<file path="config.mk">
export PLATFORM = sky130hd
export DESIGN_NAME = exec_backend
export DESIGN_NICKNAME = d
export VERILOG_FILES = /design/src/hw/backend_pkg.sv /design/src/hw/alu_exec.sv /design/src/hw/ex2_stage.sv /design/src/hw/exec_backend.sv /design/src/hw/issue_ctrl.sv /design/src/hw/mul_unit.sv /design/src/hw/pipe_reg.sv /design/src/hw/reg_file.sv
export SDC_FILE = /design/constraint.sdc
export NUM_CORES = 2
export LEC_CHECK = 0
export ABC_AREA = 0
export BUFFER_PORTS_ARGS = -buffer_cell sky130_fd_sc_hd__buf_2
export CAP_MARGIN = 20
export CELL_PAD_IN_SITES_DETAIL_PLACEMENT = 1
export CELL_PAD_IN_SITES_GLOBAL_PLACEMENT = 1
export CORE_ASPECT_RATIO = 0.5
export CORE_UTILIZATION = 46
export CTS_CLUSTER_DIAMETER = 150
export DETAILED_ROUTE_END_ITERATION = 10
export GPL_ROUTABILITY_DRIVEN = 0
export PLACE_DENSITY = 0.72
export SYNTH_ARGS = -nofsm -noshare
export SYNTH_HDL_FRONTEND = slang
export SYNTH_HIERARCHICAL = 1
export SYNTH_SLANG_ARGS = --single-unit
</file>
<file path="constraint.sdc">
create_clock -name clk -period 11.1 [get_ports clk]
set_input_delay 1.11 -clock clk [delete_from_list [all_inputs] [get_ports clk]]
set_output_delay 1.11 -clock clk [all_outputs]
set_load 0.005 [all_outputs]
</file>
<file path="src/hw/backend_pkg.sv">
package backend_pkg;

    localparam int NUM_REGS = 32;
    localparam int REG_AW = 5;
    localparam int DATA_W = 32;

    typedef enum logic [2:0] {
        ADD,
        SUB,
        AND,
        OR,
        XOR,
        ADDI,
        BEQ,
        MUL
    } op_kind_t;

    typedef struct packed {
        logic [DATA_W-1:0] pc;
        op_kind_t          op_kind;
        logic [REG_AW-1:0] rd;
        logic [REG_AW-1:0] rs1;
        logic [REG_AW-1:0] rs2;
        logic [DATA_W-1:0] imm;
        // First operation at a redirect destination
        logic              is_target;
    } issue_op_t;

    typedef struct packed {
        issue_op_t         op;
        // ALU result, branch target, or multiplicand
        logic [DATA_W-1:0] value;
        logic [DATA_W-1:0] operand_b;
        logic              taken;
    } ex1_bundle_t;

    typedef struct packed {
        logic [DATA_W-1:0] pc;
    } redirect_t;

    typedef struct packed {
        logic [DATA_W-1:0] pc;
        logic [REG_AW-1:0] rd;
        logic [DATA_W-1:0] data;
    } commit_t;

    typedef struct packed {
        // Stage holds an op that writes rd
        logic              rd_valid;
        // Result is ready to forward
        logic              value_valid;
        logic [REG_AW-1:0] rd;
        logic [DATA_W-1:0] value;
    } bypass_t;

endpackage

</file>
<file path="src/hw/alu_exec.sv">
`timescale 1ns/1ps

module alu_exec (
    input  backend_pkg::issue_op_t           i_op,
    input  logic [backend_pkg::DATA_W-1:0]   i_rs1,
    input  logic [backend_pkg::DATA_W-1:0]   i_rs2,
    output backend_pkg::ex1_bundle_t         o_bundle
);

    always_comb begin
        o_bundle.op = i_op;
        o_bundle.value = '0;
        o_bundle.operand_b = i_rs2;
        o_bundle.taken = 1'b0;
        unique case (i_op.op_kind)
            backend_pkg::ADD:  o_bundle.value = i_rs1 + i_rs2;
            backend_pkg::SUB:  o_bundle.value = i_rs1 - i_rs2;
            backend_pkg::AND:  o_bundle.value = i_rs1 & i_rs2;
            backend_pkg::OR:   o_bundle.value = i_rs1 | i_rs2;
            backend_pkg::XOR:  o_bundle.value = i_rs1 ^ i_rs2;
            backend_pkg::ADDI: o_bundle.value = i_rs1 + i_op.imm;
            backend_pkg::BEQ: begin
                o_bundle.value = i_op.pc + i_op.imm;
                o_bundle.taken = i_rs1 == i_rs2;
                // Branches write no register
                o_bundle.op.rd = '0;
            end
            backend_pkg::MUL: begin
                // Product is formed in EX2
                o_bundle.value = i_rs1;
            end
        endcase
    end

endmodule

</file>
<file path="src/hw/ex2_stage.sv">
`timescale 1ns/1ps

module ex2_stage #(
    parameter int MUL_CYCLES = 8
) (
    input  logic                              clk,
    input  logic                              resetn,
    input  logic                              i_valid,
    input  backend_pkg::ex1_bundle_t          i_bundle,
    output logic                              o_ready,
    input  logic                              i_redir_ready,
    output backend_pkg::bypass_t              o_byp,
    output logic                              o_wr_en,
    output logic [backend_pkg::REG_AW-1:0]    o_wr_sel,
    output logic [backend_pkg::DATA_W-1:0]    o_wr_data,
    output logic                              o_commit_valid,
    output backend_pkg::commit_t              o_commit,
    output logic                              o_squash_start,
    output logic                              o_redir_valid,
    output backend_pkg::redirect_t            o_redir
);

    logic                           busy_q;
    logic                           is_mul_q;
    logic                           taken_q;
    logic [backend_pkg::DATA_W-1:0] pc_q;
    logic [backend_pkg::REG_AW-1:0] rd_q;
    logic [backend_pkg::DATA_W-1:0] value_q;
    logic                           accept;
    logic                           in_is_mul;
    logic                           mul_done;
    logic [backend_pkg::DATA_W-1:0] mul_product;
    logic                           redir_in_ready;
    backend_pkg::redirect_t         redir_target;

    assign in_is_mul = i_bundle.op.op_kind == backend_pkg::MUL;

    // Blocked while an earlier redirect waits for the fetch side
    assign o_ready = (!busy_q || o_commit_valid) && redir_in_ready;
    // Op arriving with the squash is on the wrong path
    assign accept = i_valid && o_ready && !o_squash_start;

    always_ff @(posedge clk or negedge resetn) begin
        if (!resetn) begin
            busy_q <= 1'b0;
        end
        else if (accept) begin
            busy_q <= 1'b1;
        end
        else if (o_commit_valid) begin
            busy_q <= 1'b0;
        end
    end

    always_ff @(posedge clk) begin
        if (accept) begin
            is_mul_q <= in_is_mul;
            taken_q <= i_bundle.taken;
            pc_q <= i_bundle.op.pc;
            rd_q <= i_bundle.op.rd;
            value_q <= i_bundle.value;
        end
    end

    mul_unit #(
        .MUL_CYCLES (MUL_CYCLES)
    ) mul_unit_i (
        .clk       (clk),
        .resetn    (resetn),
        .i_start   (accept && in_is_mul),
        .i_a       (i_bundle.value),
        .i_b       (i_bundle.operand_b),
        .o_done    (mul_done),
        .o_product (mul_product)
    );

    assign o_commit_valid = busy_q && (!is_mul_q || mul_done);
    assign o_squash_start = o_commit_valid && taken_q;

    assign o_wr_en = o_commit_valid;
    assign o_wr_sel = rd_q;
    assign o_wr_data = is_mul_q ? mul_product : value_q;

    assign o_commit.pc = pc_q;
    assign o_commit.rd = rd_q;
    assign o_commit.data = o_wr_data;

    assign o_byp.rd_valid = busy_q && rd_q != '0;
    assign o_byp.value_valid = !is_mul_q || mul_done;
    assign o_byp.rd = rd_q;
    assign o_byp.value = o_wr_data;

    assign redir_target.pc = value_q;

    pipe_reg #(
        .payload_t (backend_pkg::redirect_t)
    ) redir_reg_i (
        .clk     (clk),
        .resetn  (resetn),
        .i_valid (o_squash_start),
        .i_data  (redir_target),
        .i_flush (1'b0),
        .o_ready (redir_in_ready),
        .i_ready (i_redir_ready),
        .o_valid (o_redir_valid),
        .o_data  (o_redir)
    );

endmodule

</file>
<file path="src/hw/exec_backend.sv">
`timescale 1ns/1ps

module exec_backend #(
    parameter int XLEN = 32,
    parameter int MUL_CYCLES = 8
) (
    input  logic                       clk,
    input  logic                       resetn,
    input  logic                       i_issue_valid,
    input  backend_pkg::issue_op_t     i_issue_op,
    output logic                       o_issue_ready,
    output logic                       o_redir_valid,
    output backend_pkg::redirect_t     o_redir,
    input  logic                       i_redir_ready,
    output logic                       o_commit_valid,
    output backend_pkg::commit_t       o_commit
);

    if (XLEN != backend_pkg::DATA_W) begin : g_xlen_check
        $error("XLEN does not match the package data width");
    end

    logic [backend_pkg::REG_AW-1:0] rs1_sel;
    logic [backend_pkg::REG_AW-1:0] rs2_sel;
    logic [backend_pkg::DATA_W-1:0] rf_rs1;
    logic [backend_pkg::DATA_W-1:0] rf_rs2;
    logic [backend_pkg::DATA_W-1:0] iss_rs1;
    logic [backend_pkg::DATA_W-1:0] iss_rs2;
    logic                           iss_valid;
    logic                           ex1_in_ready;
    backend_pkg::ex1_bundle_t       ex1_next;
    logic                           ex1_valid;
    backend_pkg::ex1_bundle_t       ex1_bundle;
    backend_pkg::bypass_t           ex1_byp;
    backend_pkg::bypass_t           ex2_byp;
    logic                           ex2_ready;
    logic                           wr_en;
    logic [backend_pkg::REG_AW-1:0] wr_sel;
    logic [backend_pkg::DATA_W-1:0] wr_data;
    logic                           squash_start;

    issue_ctrl issue_ctrl_i (
        .clk            (clk),
        .resetn         (resetn),
        .i_valid        (i_issue_valid),
        .i_op           (i_issue_op),
        .o_ready        (o_issue_ready),
        .o_rs1_sel      (rs1_sel),
        .o_rs2_sel      (rs2_sel),
        .i_rs1_data     (rf_rs1),
        .i_rs2_data     (rf_rs2),
        .i_ex1_byp      (ex1_byp),
        .i_ex2_byp      (ex2_byp),
        .i_ex1_ready    (ex1_in_ready),
        .i_squash_start (squash_start),
        .o_rs1          (iss_rs1),
        .o_rs2          (iss_rs2),
        .o_valid        (iss_valid)
    );

    alu_exec alu_exec_i (
        .i_op     (i_issue_op),
        .i_rs1    (iss_rs1),
        .i_rs2    (iss_rs2),
        .o_bundle (ex1_next)
    );

    pipe_reg #(
        .payload_t (backend_pkg::ex1_bundle_t)
    ) ex1_reg_i (
        .clk     (clk),
        .resetn  (resetn),
        .i_valid (iss_valid),
        .i_data  (ex1_next),
        .i_flush (squash_start),
        .o_ready (ex1_in_ready),
        .i_ready (ex2_ready),
        .o_valid (ex1_valid),
        .o_data  (ex1_bundle)
    );

    // EX1 entry being squashed must not forward
    assign ex1_byp.rd_valid = ex1_valid && !squash_start && ex1_bundle.op.rd != '0;
    assign ex1_byp.value_valid = ex1_bundle.op.op_kind != backend_pkg::MUL;
    assign ex1_byp.rd = ex1_bundle.op.rd;
    assign ex1_byp.value = ex1_bundle.value;

    ex2_stage #(
        .MUL_CYCLES (MUL_CYCLES)
    ) ex2_stage_i (
        .clk            (clk),
        .resetn         (resetn),
        .i_valid        (ex1_valid),
        .i_bundle       (ex1_bundle),
        .o_ready        (ex2_ready),
        .i_redir_ready  (i_redir_ready),
        .o_byp          (ex2_byp),
        .o_wr_en        (wr_en),
        .o_wr_sel       (wr_sel),
        .o_wr_data      (wr_data),
        .o_commit_valid (o_commit_valid),
        .o_commit       (o_commit),
        .o_squash_start (squash_start),
        .o_redir_valid  (o_redir_valid),
        .o_redir        (o_redir)
    );

    reg_file reg_file_i (
        .clk       (clk),
        .resetn    (resetn),
        .i_ra_sel  (rs1_sel),
        .i_rb_sel  (rs2_sel),
        .i_w_en    (wr_en),
        .i_w_sel   (wr_sel),
        .i_w_data  (wr_data),
        .o_ra_data (rf_rs1),
        .o_rb_data (rf_rs2)
    );

endmodule

</file>
<file path="src/hw/issue_ctrl.sv">
`timescale 1ns/1ps

module issue_ctrl (
    input  logic                                clk,
    input  logic                                resetn,
    input  logic                                i_valid,
    input  backend_pkg::issue_op_t              i_op,
    output logic                                o_ready,
    output logic [backend_pkg::REG_AW-1:0]      o_rs1_sel,
    output logic [backend_pkg::REG_AW-1:0]      o_rs2_sel,
    input  logic [backend_pkg::DATA_W-1:0]      i_rs1_data,
    input  logic [backend_pkg::DATA_W-1:0]      i_rs2_data,
    input  backend_pkg::bypass_t                i_ex1_byp,
    input  backend_pkg::bypass_t                i_ex2_byp,
    input  logic                                i_ex1_ready,
    input  logic                                i_squash_start,
    output logic [backend_pkg::DATA_W-1:0]      o_rs1,
    output logic [backend_pkg::DATA_W-1:0]      o_rs2,
    output logic                                o_valid
);

    localparam int W = backend_pkg::DATA_W;

    // Returns {hazard, value}; EX1 is the youngest producer
    function automatic logic [W:0] pick_operand(
        input logic [backend_pkg::REG_AW-1:0] sel,
        input logic [W-1:0]                   rf_data,
        input backend_pkg::bypass_t           ex1,
        input backend_pkg::bypass_t           ex2
    );
        logic         hazard;
        logic [W-1:0] value;
        hazard = 1'b0;
        value = rf_data;
        if (ex1.rd_valid && ex1.rd == sel) begin
            if (ex1.value_valid) begin
                value = ex1.value;
            end
            else begin
                hazard = 1'b1;
            end
        end
        else if (ex2.rd_valid && ex2.rd == sel) begin
            if (ex2.value_valid) begin
                value = ex2.value;
            end
            else begin
                hazard = 1'b1;
            end
        end
        return {hazard, value};
    endfunction

    logic [W:0] rs1_pick;
    logic [W:0] rs2_pick;
    logic       hazard;
    logic       drop;
    logic       wait_target_q;
    logic       live_q;

    assign o_rs1_sel = i_op.rs1;
    assign o_rs2_sel = i_op.rs2;
    assign rs1_pick = pick_operand(i_op.rs1, i_rs1_data, i_ex1_byp, i_ex2_byp);
    assign rs2_pick = pick_operand(i_op.rs2, i_rs2_data, i_ex1_byp, i_ex2_byp);
    assign o_rs1 = rs1_pick[W-1:0];
    assign o_rs2 = rs2_pick[W-1:0];

    // ADDI ignores rs2
    assign hazard = rs1_pick[W] || (rs2_pick[W] && i_op.op_kind != backend_pkg::ADDI);

    // Wrong-path ops are consumed here and never reach EX1
    assign drop = (wait_target_q || i_squash_start) && !i_op.is_target;

    assign o_ready = live_q && (drop || (!hazard && i_ex1_ready));
    assign o_valid = live_q && i_valid && !drop && !hazard;

    always_ff @(posedge clk or negedge resetn) begin
        if (!resetn) begin
            live_q <= 1'b0;
            wait_target_q <= 1'b0;
        end
        else begin
            live_q <= 1'b1;
            if (i_squash_start) begin
                wait_target_q <= 1'b1;
            end
            if (i_valid && o_ready && i_op.is_target) begin
                wait_target_q <= 1'b0;
            end
        end
    end

endmodule

</file>
<file path="src/hw/mul_unit.sv">
`timescale 1ns/1ps

module mul_unit #(
    parameter int MUL_CYCLES = 8
) (
    input  logic                              clk,
    input  logic                              resetn,
    input  logic                              i_start,
    input  logic [backend_pkg::DATA_W-1:0]    i_a,
    input  logic [backend_pkg::DATA_W-1:0]    i_b,
    output logic                              o_done,
    output logic [backend_pkg::DATA_W-1:0]    o_product
);

    localparam int W = backend_pkg::DATA_W;
    localparam int STEP_BITS = W / MUL_CYCLES;
    localparam int CNT_W = $clog2(MUL_CYCLES + 1);

    if (W % MUL_CYCLES != 0) begin : g_bad_cycles
        $error("MUL_CYCLES must divide the data width");
    end

    logic [W-1:0]     a_q;
    logic [W-1:0]     b_q;
    logic [W-1:0]     acc_q;
    logic [W-1:0]     step_sum;
    logic [CNT_W-1:0] cnt_q;
    logic             done_q;

    // STEP_BITS multiplier bits per cycle
    always_comb begin
        step_sum = acc_q;
        for (int i = 0; i < STEP_BITS; i++) begin
            if (b_q[i]) begin
                step_sum = step_sum + (a_q << i);
            end
        end
    end

    always_ff @(posedge clk or negedge resetn) begin
        if (!resetn) begin
            cnt_q <= '0;
            done_q <= 1'b0;
        end
        else begin
            done_q <= 1'b0;
            if (i_start) begin
                cnt_q <= CNT_W'(MUL_CYCLES);
            end
            else if (cnt_q != '0) begin
                cnt_q <= cnt_q - 1'b1;
                done_q <= cnt_q == CNT_W'(1);
            end
        end
    end

    always_ff @(posedge clk) begin
        if (i_start) begin
            a_q <= i_a;
            b_q <= i_b;
            acc_q <= '0;
        end
        else if (cnt_q != '0) begin
            acc_q <= step_sum;
            a_q <= a_q << STEP_BITS;
            b_q <= b_q >> STEP_BITS;
        end
    end

    assign o_done = done_q;
    assign o_product = acc_q;

endmodule

</file>
<file path="src/hw/pipe_reg.sv">
`timescale 1ns/1ps

module pipe_reg #(
    parameter type payload_t = logic
) (
    input  logic     clk,
    input  logic     resetn,
    input  logic     i_valid,
    input  payload_t i_data,
    input  logic     i_flush,
    output logic     o_ready,
    input  logic     i_ready,
    output logic     o_valid,
    output payload_t o_data
);

    // Flush discards the held entry but still lets a new one in
    assign o_ready = !o_valid || i_ready || i_flush;

    always_ff @(posedge clk or negedge resetn) begin
        if (!resetn) begin
            o_valid <= 1'b0;
        end
        else if (o_ready) begin
            o_valid <= i_valid;
        end
    end

    always_ff @(posedge clk) begin
        if (o_ready && i_valid) begin
            o_data <= i_data;
        end
    end

endmodule

</file>
<file path="src/hw/reg_file.sv">
`timescale 1ns/1ps

module reg_file (
    input  logic                              clk,
    input  logic                              resetn,
    input  logic [backend_pkg::REG_AW-1:0]    i_ra_sel,
    input  logic [backend_pkg::REG_AW-1:0]    i_rb_sel,
    input  logic                              i_w_en,
    input  logic [backend_pkg::REG_AW-1:0]    i_w_sel,
    input  logic [backend_pkg::DATA_W-1:0]    i_w_data,
    output logic [backend_pkg::DATA_W-1:0]    o_ra_data,
    output logic [backend_pkg::DATA_W-1:0]    o_rb_data
);

    logic [backend_pkg::DATA_W-1:0] regs_q [backend_pkg::NUM_REGS];

    always_ff @(posedge clk or negedge resetn) begin
        if (!resetn) begin
            for (int i = 0; i < backend_pkg::NUM_REGS; i++) begin
                regs_q[i] <= '0;
            end
        end
        // x0 is never written
        else if (i_w_en && i_w_sel != '0) begin
            regs_q[i_w_sel] <= i_w_data;
        end
    end

    assign o_ra_data = regs_q[i_ra_sel];
    assign o_rb_data = regs_q[i_rb_sel];

endmodule

</file>
# [Word level (Yosys, flattened, before mapping)]
# Index checks and enable logic that the tools add are counted.
# W data, S select, Z words.
[word_totals] mem_count=0 latch_bits=0 rom_bits=0 mem_bits_rw=0 wordCells=179 regBits=1338
[classes] n_shift=0 eq_ne=16 muxes=41 n_addsub=9 n_div=0 n_bitwise=6 multipliers=0 order_cmp=4 reduce_logical=49
[ops] operator="$bwmux W1024" n=1
[ops] operator="$mux W32" n=22
[ops] operator="$bmux W32 S5" n=2
[ops] operator="$pmux W32 S8" n=1
[ops] operator="$add A32 B32 Y32" n=7
[ops] operator="$demux W32 S5" n=1
[ops] operator="$and A32 B32 Y32" n=1
[ops] operator="$eq A32 B32 Y1" n=1
[ops] operator="$or A32 B32 Y32" n=1
[ops] operator="$sub A32 B32 Y32" n=1
[ops] operator="$xor A32 B32 Y32" n=1
[ops] operator="$logic_and A1 B1 Y1" n=26
[ops] operator="$eq A5 B5 Y1" n=4
[ops] operator="$ge A6 B6 Y1 const B" n=3
[ops] operator="$not A5 Y6" n=3
[ops] operator="$eq A3 B3 Y1 const B" n=5
[ops] operator="$mux W1" n=12
[ops] operator="$reduce_bool A5 Y1" n=2
[ops] operator="$logic_not A1 Y1" n=8
[ops] operator="$logic_or A1 B1 Y1" n=8
[ops] operator="$mux W4" n=2
[ops] operator="$eq A3 B2 Y1 const B" n=2
[ops] operator="$lt A6 B1 Y1 const B" n=1
[ops] operator="$ne A3 B3 Y1 const B" n=2
[ops] operator="6 further kinds" n=8

# [Longest topological paths before layout]
[depth] depth_word=18 depth_mapped=43 mapped_depth_nobuf=42

# [By module]
# Netlist, hierarchy kept.
[modules_own_cells] mod="reg_file" n_inst=1 seq_area_each_um2=25624.6 area_per_inst_um2=55942.4 cells_each=4601
[modules_own_cells] mod="mul_unit" n_inst=1 seq_area_each_um2=2687.6 area_per_inst_um2=11483.5 cells_each=1342
[modules_own_cells] mod="alu_exec" n_inst=1 seq_area_each_um2=0.0 area_per_inst_um2=8602.0 cells_each=1270
[modules_own_cells] mod="pipe_reg at ex1_reg_i" n_inst=1 seq_area_each_um2=4469.3 area_per_inst_um2=4498.1 cells_each=153
[modules_own_cells] mod="ex2_stage" n_inst=1 seq_area_each_um2=2157.1 area_per_inst_um2=3193.1 cells_each=197
[modules_own_cells] mod="issue_ctrl" n_inst=1 seq_area_each_um2=50.0 area_per_inst_um2=1639.1 cells_each=279
[modules_own_cells] mod="pipe_reg at ex2_stage_i.redir_reg_i" n_inst=1 seq_area_each_um2=985.9 area_per_inst_um2=1014.7 cells_each=37
[modules_own_cells] mod="exec_backend" n_inst=1 seq_area_each_um2=0.0 area_per_inst_um2=37.5 cells_each=5

# [Worst setup path before layout]
# Ideal clock, no wire load.
[synth_path] path_kind="input -> register" from="in i_issue_op[42] (netlist name)" to="reg ex1_reg_i/o_data[0] (netlist name) (enable)" setup_time_ps=675 slack_ps=1618 cell_stages=7 arrival_ps=8808 required_time_ps=10425 cell_sequence="xor2_1 nor4_1 and3_4 o22ai_1 and3b_1 nor4_1 nor2b_1"
[synth_between] elab_chain_cells=8 word_cells_on_any_way=10 classes_between="eq/ne (2); mux (2); reduce/logical (6)"
[synth_lines] element="start, declared" line="exec_backend.sv:10" source="input backend_pkg::issue_op_t i_issue_op,"
[synth_lines] element="$eq A5 B5 Y1" line="issue_ctrl.sv:43" source="else if (ex2.rd_valid && ex2.rd == sel) begin"
[synth_lines] element="$logic_and A1 B1 Y1" line="issue_ctrl.sv:43"
[synth_lines] element="$mux W1" line="issue_ctrl.sv:43"
[synth_lines] element="$mux W1 *" line="issue_ctrl.sv:35" source="if (ex1.rd_valid && ex1.rd == sel) begin"
[synth_lines] element="$logic_or A1 B1 Y1 *" line="issue_ctrl.sv:69" source="assign hazard = rs1_pick[W] || (rs2_pick[W] && i_op.op_kind != backend_pkg::ADDI);"
[synth_lines] element="$logic_not A1 Y1 *" line="issue_ctrl.sv:75" source="assign o_valid = live_q && i_valid && !drop && !hazard;"
[synth_lines] element="$logic_and A1 B1 Y1 *" line="issue_ctrl.sv:75"
[synth_lines] element="net iss_valid" line="exec_backend.sv:29" source="logic iss_valid;"
[synth_lines] element="$logic_and A1 B1 Y1 *" line="pipe_reg.sv:30" source="if (o_ready && i_valid) begin"
[synth_lines] element="end signal, assigned" line="pipe_reg.sv:31" source="o_data <= i_data;"
[synth_lines] element="end, declared" line="pipe_reg.sv:14" source="output payload_t o_data"
# The timed path passes the listed nets; every way through them passes the cells marked *.
# A chain may end at the register's enable or synchronous reset.

# [Worst setup path after layout]
[layout_path] from="reg ex2_stage_i.mul_unit_i.a_q[0]" to="reg ex2_stage_i.mul_unit_i.acc_q[31], in the netlist ex2_stage_i/mul_unit_i/o_product[31]"
[layout_between] elab_chain_cells=8
[layout_lines] element="start, declared" line="mul_unit.sv:23" source="logic [W-1:0] a_q;"
[layout_lines] element="start signal, assigned" line="mul_unit.sv:59" source="a_q <= i_a;"
[layout_lines] element="start signal, assigned" line="mul_unit.sv:65" source="a_q <= a_q << STEP_BITS;"
[layout_lines] element="$add A32 B32 Y32" line="mul_unit.sv:35" source="step_sum = step_sum + (a_q << i);"
[layout_lines] element="$mux W32" line="mul_unit.sv:34" source="if (b_q[i]) begin"
[layout_lines] element="$add A32 B32 Y32" line="mul_unit.sv:35"
[layout_lines] element="$mux W32" line="mul_unit.sv:34"
[layout_lines] element="$add A32 B32 Y32" line="mul_unit.sv:35"
[layout_lines] element="$mux W32" line="mul_unit.sv:34"
[layout_lines] element="$add A32 B32 Y32" line="mul_unit.sv:35"
[layout_lines] element="$mux W32 *" line="mul_unit.sv:34"
[layout_lines] element="end signal, assigned" line="mul_unit.sv:64" source="acc_q <= step_sum;"
[layout_lines] element="end, declared" line="mul_unit.sv:25" source="logic [W-1:0] acc_q;"
# Mark *: on every way between the ends. The rest lies on a longest branch, timed or not.

==> results.cfg <==
[status]
status = completed

[detailed_routing]
drtIter0Drc = 5664
drtPass1Iterations = 5
wirelength_um = 298000
antenna_left = 0
viasPerCell = 6.43
via_count = 64300
route.detailed.drc = 0
routedWlPerCell_um = 29.8

[setup_path]
crit_arrival_ps = 10120
r2r_setup_slack_ps = 1610
worst-endpoint-required_ps = 11730
max_stage_delay_ps = 660
crit_type = register to register
cp-start-kind = register
endpoint_kind = register
r2r_start = ex2_stage_i/mul_unit_i/a_q[0]
crit_fanout = 7
r2r_cells = 37
r2r_end = ex2_stage_i/mul_unit_i/o_product[31]
slowest_stage = o21ai_0

[sta]
clock.fmax_mhz = 105
skew_ps = 81.3
slew_viol_final = 0
min_period_ps = 9490
rsz0062_at_grt = false
setup_violations = 0
setup_tns_ps = 0
holdWs_ps = 340
worst_pin_slew_ps = 1100
finalHoldViolCount = 0
finalCritPeriodShare_pct = 85.5
relSlewSlack_pct = 26.5

[global_routing]
grt_antenna_before_repair = 12
grt_first_pass_wirelength_um = 442000
grt.total_usage_pct = 31.4
grt_overflow_total = 0
grt_max_degree = 167
grt_pass1_vias = 66400

[logic_synthesis]
syn_area_um2 = 84800
synthesis.nets = 8156
avgSynthCellArea_um2 = 10.9
synth_warnings = 6
synthCells = 7798

[layout]
fill_cells = 19200
layout_commonest_cell = mux2_2
syn_to_final_growth_pct = 6.62
fin_nets = 7843
final_layout_size_suffix_gt1_share_pct = 23.4
final_cell_mix = 1109 x mux2_2, 1048 x mux2i_1, 1034 x dfrtp_1

[power_and_ir_drop]
power_frac_clock_pct = 19.3
total_power_w = 0.0253
ir_drop_uv = 168
p_sw_share_pct = 42.1
power_density_nw_per_um2 = 279
seq_power_share_pct = 31.0
p_switching_w = 0.0106
intPower_w = 0.0146
power_frac_comb_pct = 49.7
leakage_nw = 41.8

[floorplanning]
rows = 110
boundaryPins = 191
start_util_pct = 46.7
die_h_um = 306
dieArea_um2 = 186000
coreArea_um2 = 182000
die_w_um = 609

[place]
hpwl_um = 186000
portBuffers = 190

[clock_tree]
clock_latency_ps = 820
clock-sinks = 1338
hold_buffers = 0
cts_buffers = 144
post_cts_resized = 0
ctsHtreeMaxLevel = 4
cts_setup_buffers = 0
cts_tree = built
cts.clk_slew.worst_paths_ps = 70
clock_tree.buffer_depth = 4
cts_root_buffer = clkbuf_16

[worst_hold_path]
hold_path.class = input port to async pin

[job]
cap_viol_max_count = 0
-- through the flow --
step / util, % / setup WS, ps / instance area, um^2 / instances
2_1_floorplan: - / 3060 / 84800 / 7798
3_3_place_gp: 47.3 / 1960 / 85800 / 9747
3_5_place_dp: 47.3 / 1840 / 85800 / 9747
4_1_cts: 49.8 / 1760 / 90400 / 9989
5_1_grt: 49.8 / 1120 / 90400 / 9989
6_report: 49.8 / 1610 / 90400 / 9995
-- worst max-delay path by stage --
stage / start / slack, ps / cells past startpoint / to
finish: ex2_stage_i/mul_unit_i/a_q[0] / 1610 / 37 / ex2_stage_i/mul_unit_i/o_product[31]
global route: ex2_stage_i/mul_unit_i/a_q[0] / 1120 / 37 / ex2_stage_i/mul_unit_i/o_product[31]
CTS: ex2_stage_i/mul_unit_i/a_q[0] / 1760 / 37 / ex2_stage_i/mul_unit_i/o_product[31]
detailed placement: ex2_stage_i/mul_unit_i/b_q[0] / 1840 / 34 / ex2_stage_i/mul_unit_i/o_product[31]
global placement: ex2_stage_i/mul_unit_i/b_q[0] / 1960 / 34 / ex2_stage_i/mul_unit_i/o_product[31]
floorplan: ex2_stage_i/mul_unit_i/a_q[0] / 3060 / 40 / ex2_stage_i/mul_unit_i/o_product[31]
-- power by group through the flow --
stage | Combinational [W] | Clock [W] | Sequential (W)
floorplan | 0.00938 | 0 | 0.00741
global placement | 0.0120 | 0 | 0.00773
detailed placement | 0.0123 | 0 | 0.00785
CTS | 0.0124 | 0.00496 | 0.00777
global route | 0.0137 | 0.00515 | 0.00799
finish | 0.0126 | 0.00488 | 0.00782
-- area by class of cell --
type / count / area [um^2] / share of cell area, %
multi-input combinational: 5501 / 45300 / 50.1
clock inverter: 51 / 592 / 0.655
inverter: 187 / 702 / 0.776
tap: 2408 / 3010 / 3.33
clock buffer: 191 / 3990 / 4.41
antenna: 6 / 15.0 / 0.0166
sequential: 1338 / 34700 / 38.4
timing repair buffer: 313 / 2140 / 2.37
-- flip-flops by register name, summed over array words and instances, names as in the netlist --
name / flops
issue_ctrl_i/wait_target_q: 1
ex2_stage_i/mul_unit_i/cnt_q: 4
ex2_stage_i/redir_reg_i/o_data: 32
ex2_stage_i/redir_reg_i/o_valid: 1
ex2_stage_i/mul_unit_i/o_product: 32
ex2_stage_i/redir_target: 32
ex2_stage_i/mul_unit_i/b_q: 32
ex2_stage_i/pc_q: 32
ex2_stage_i/mul_unit_i/o_done: 1
ex1_reg_i/o_valid: 1
ex2_stage_i/mul_unit_i/a_q: 32
reg_file_i/regs_q: 1024
issue_ctrl_i/live_q: 1
ex2_stage_i/is_mul_q: 1
ex2_stage_i/busy_q: 1
ex2_stage_i/o_wr_sel: 5
ex1_reg_i/o_data: 105
ex2_stage_i/taken_q: 1
-- metal layers --
metal / vias to the layer above / global-route usage [%] / part of all wire, %
li1: 27900 / - / -
met1: 33600 / 43.1 / 44
met2: 2211 / 50.0 / 45
met3: 570 / 5.41 / 7.1
met4: 6 / 11.3 / 4.0
met5: - / 0 / 0.014
-- critical path: cells and delay by family, from the launching register on --
| kind | cells | cell delay (ps) |
|---|---|---|
| mux | 1 | 320 |
| flops | 1 | 500 |
| compound gates | 19 | 4850 |
| fa+ha+maj | 5 | 1780 |
| xor+xnor | 5 | 840 |
| simple gates | 7 | 1040 |
No activity file was read; power rests on OpenSTA's default activity.
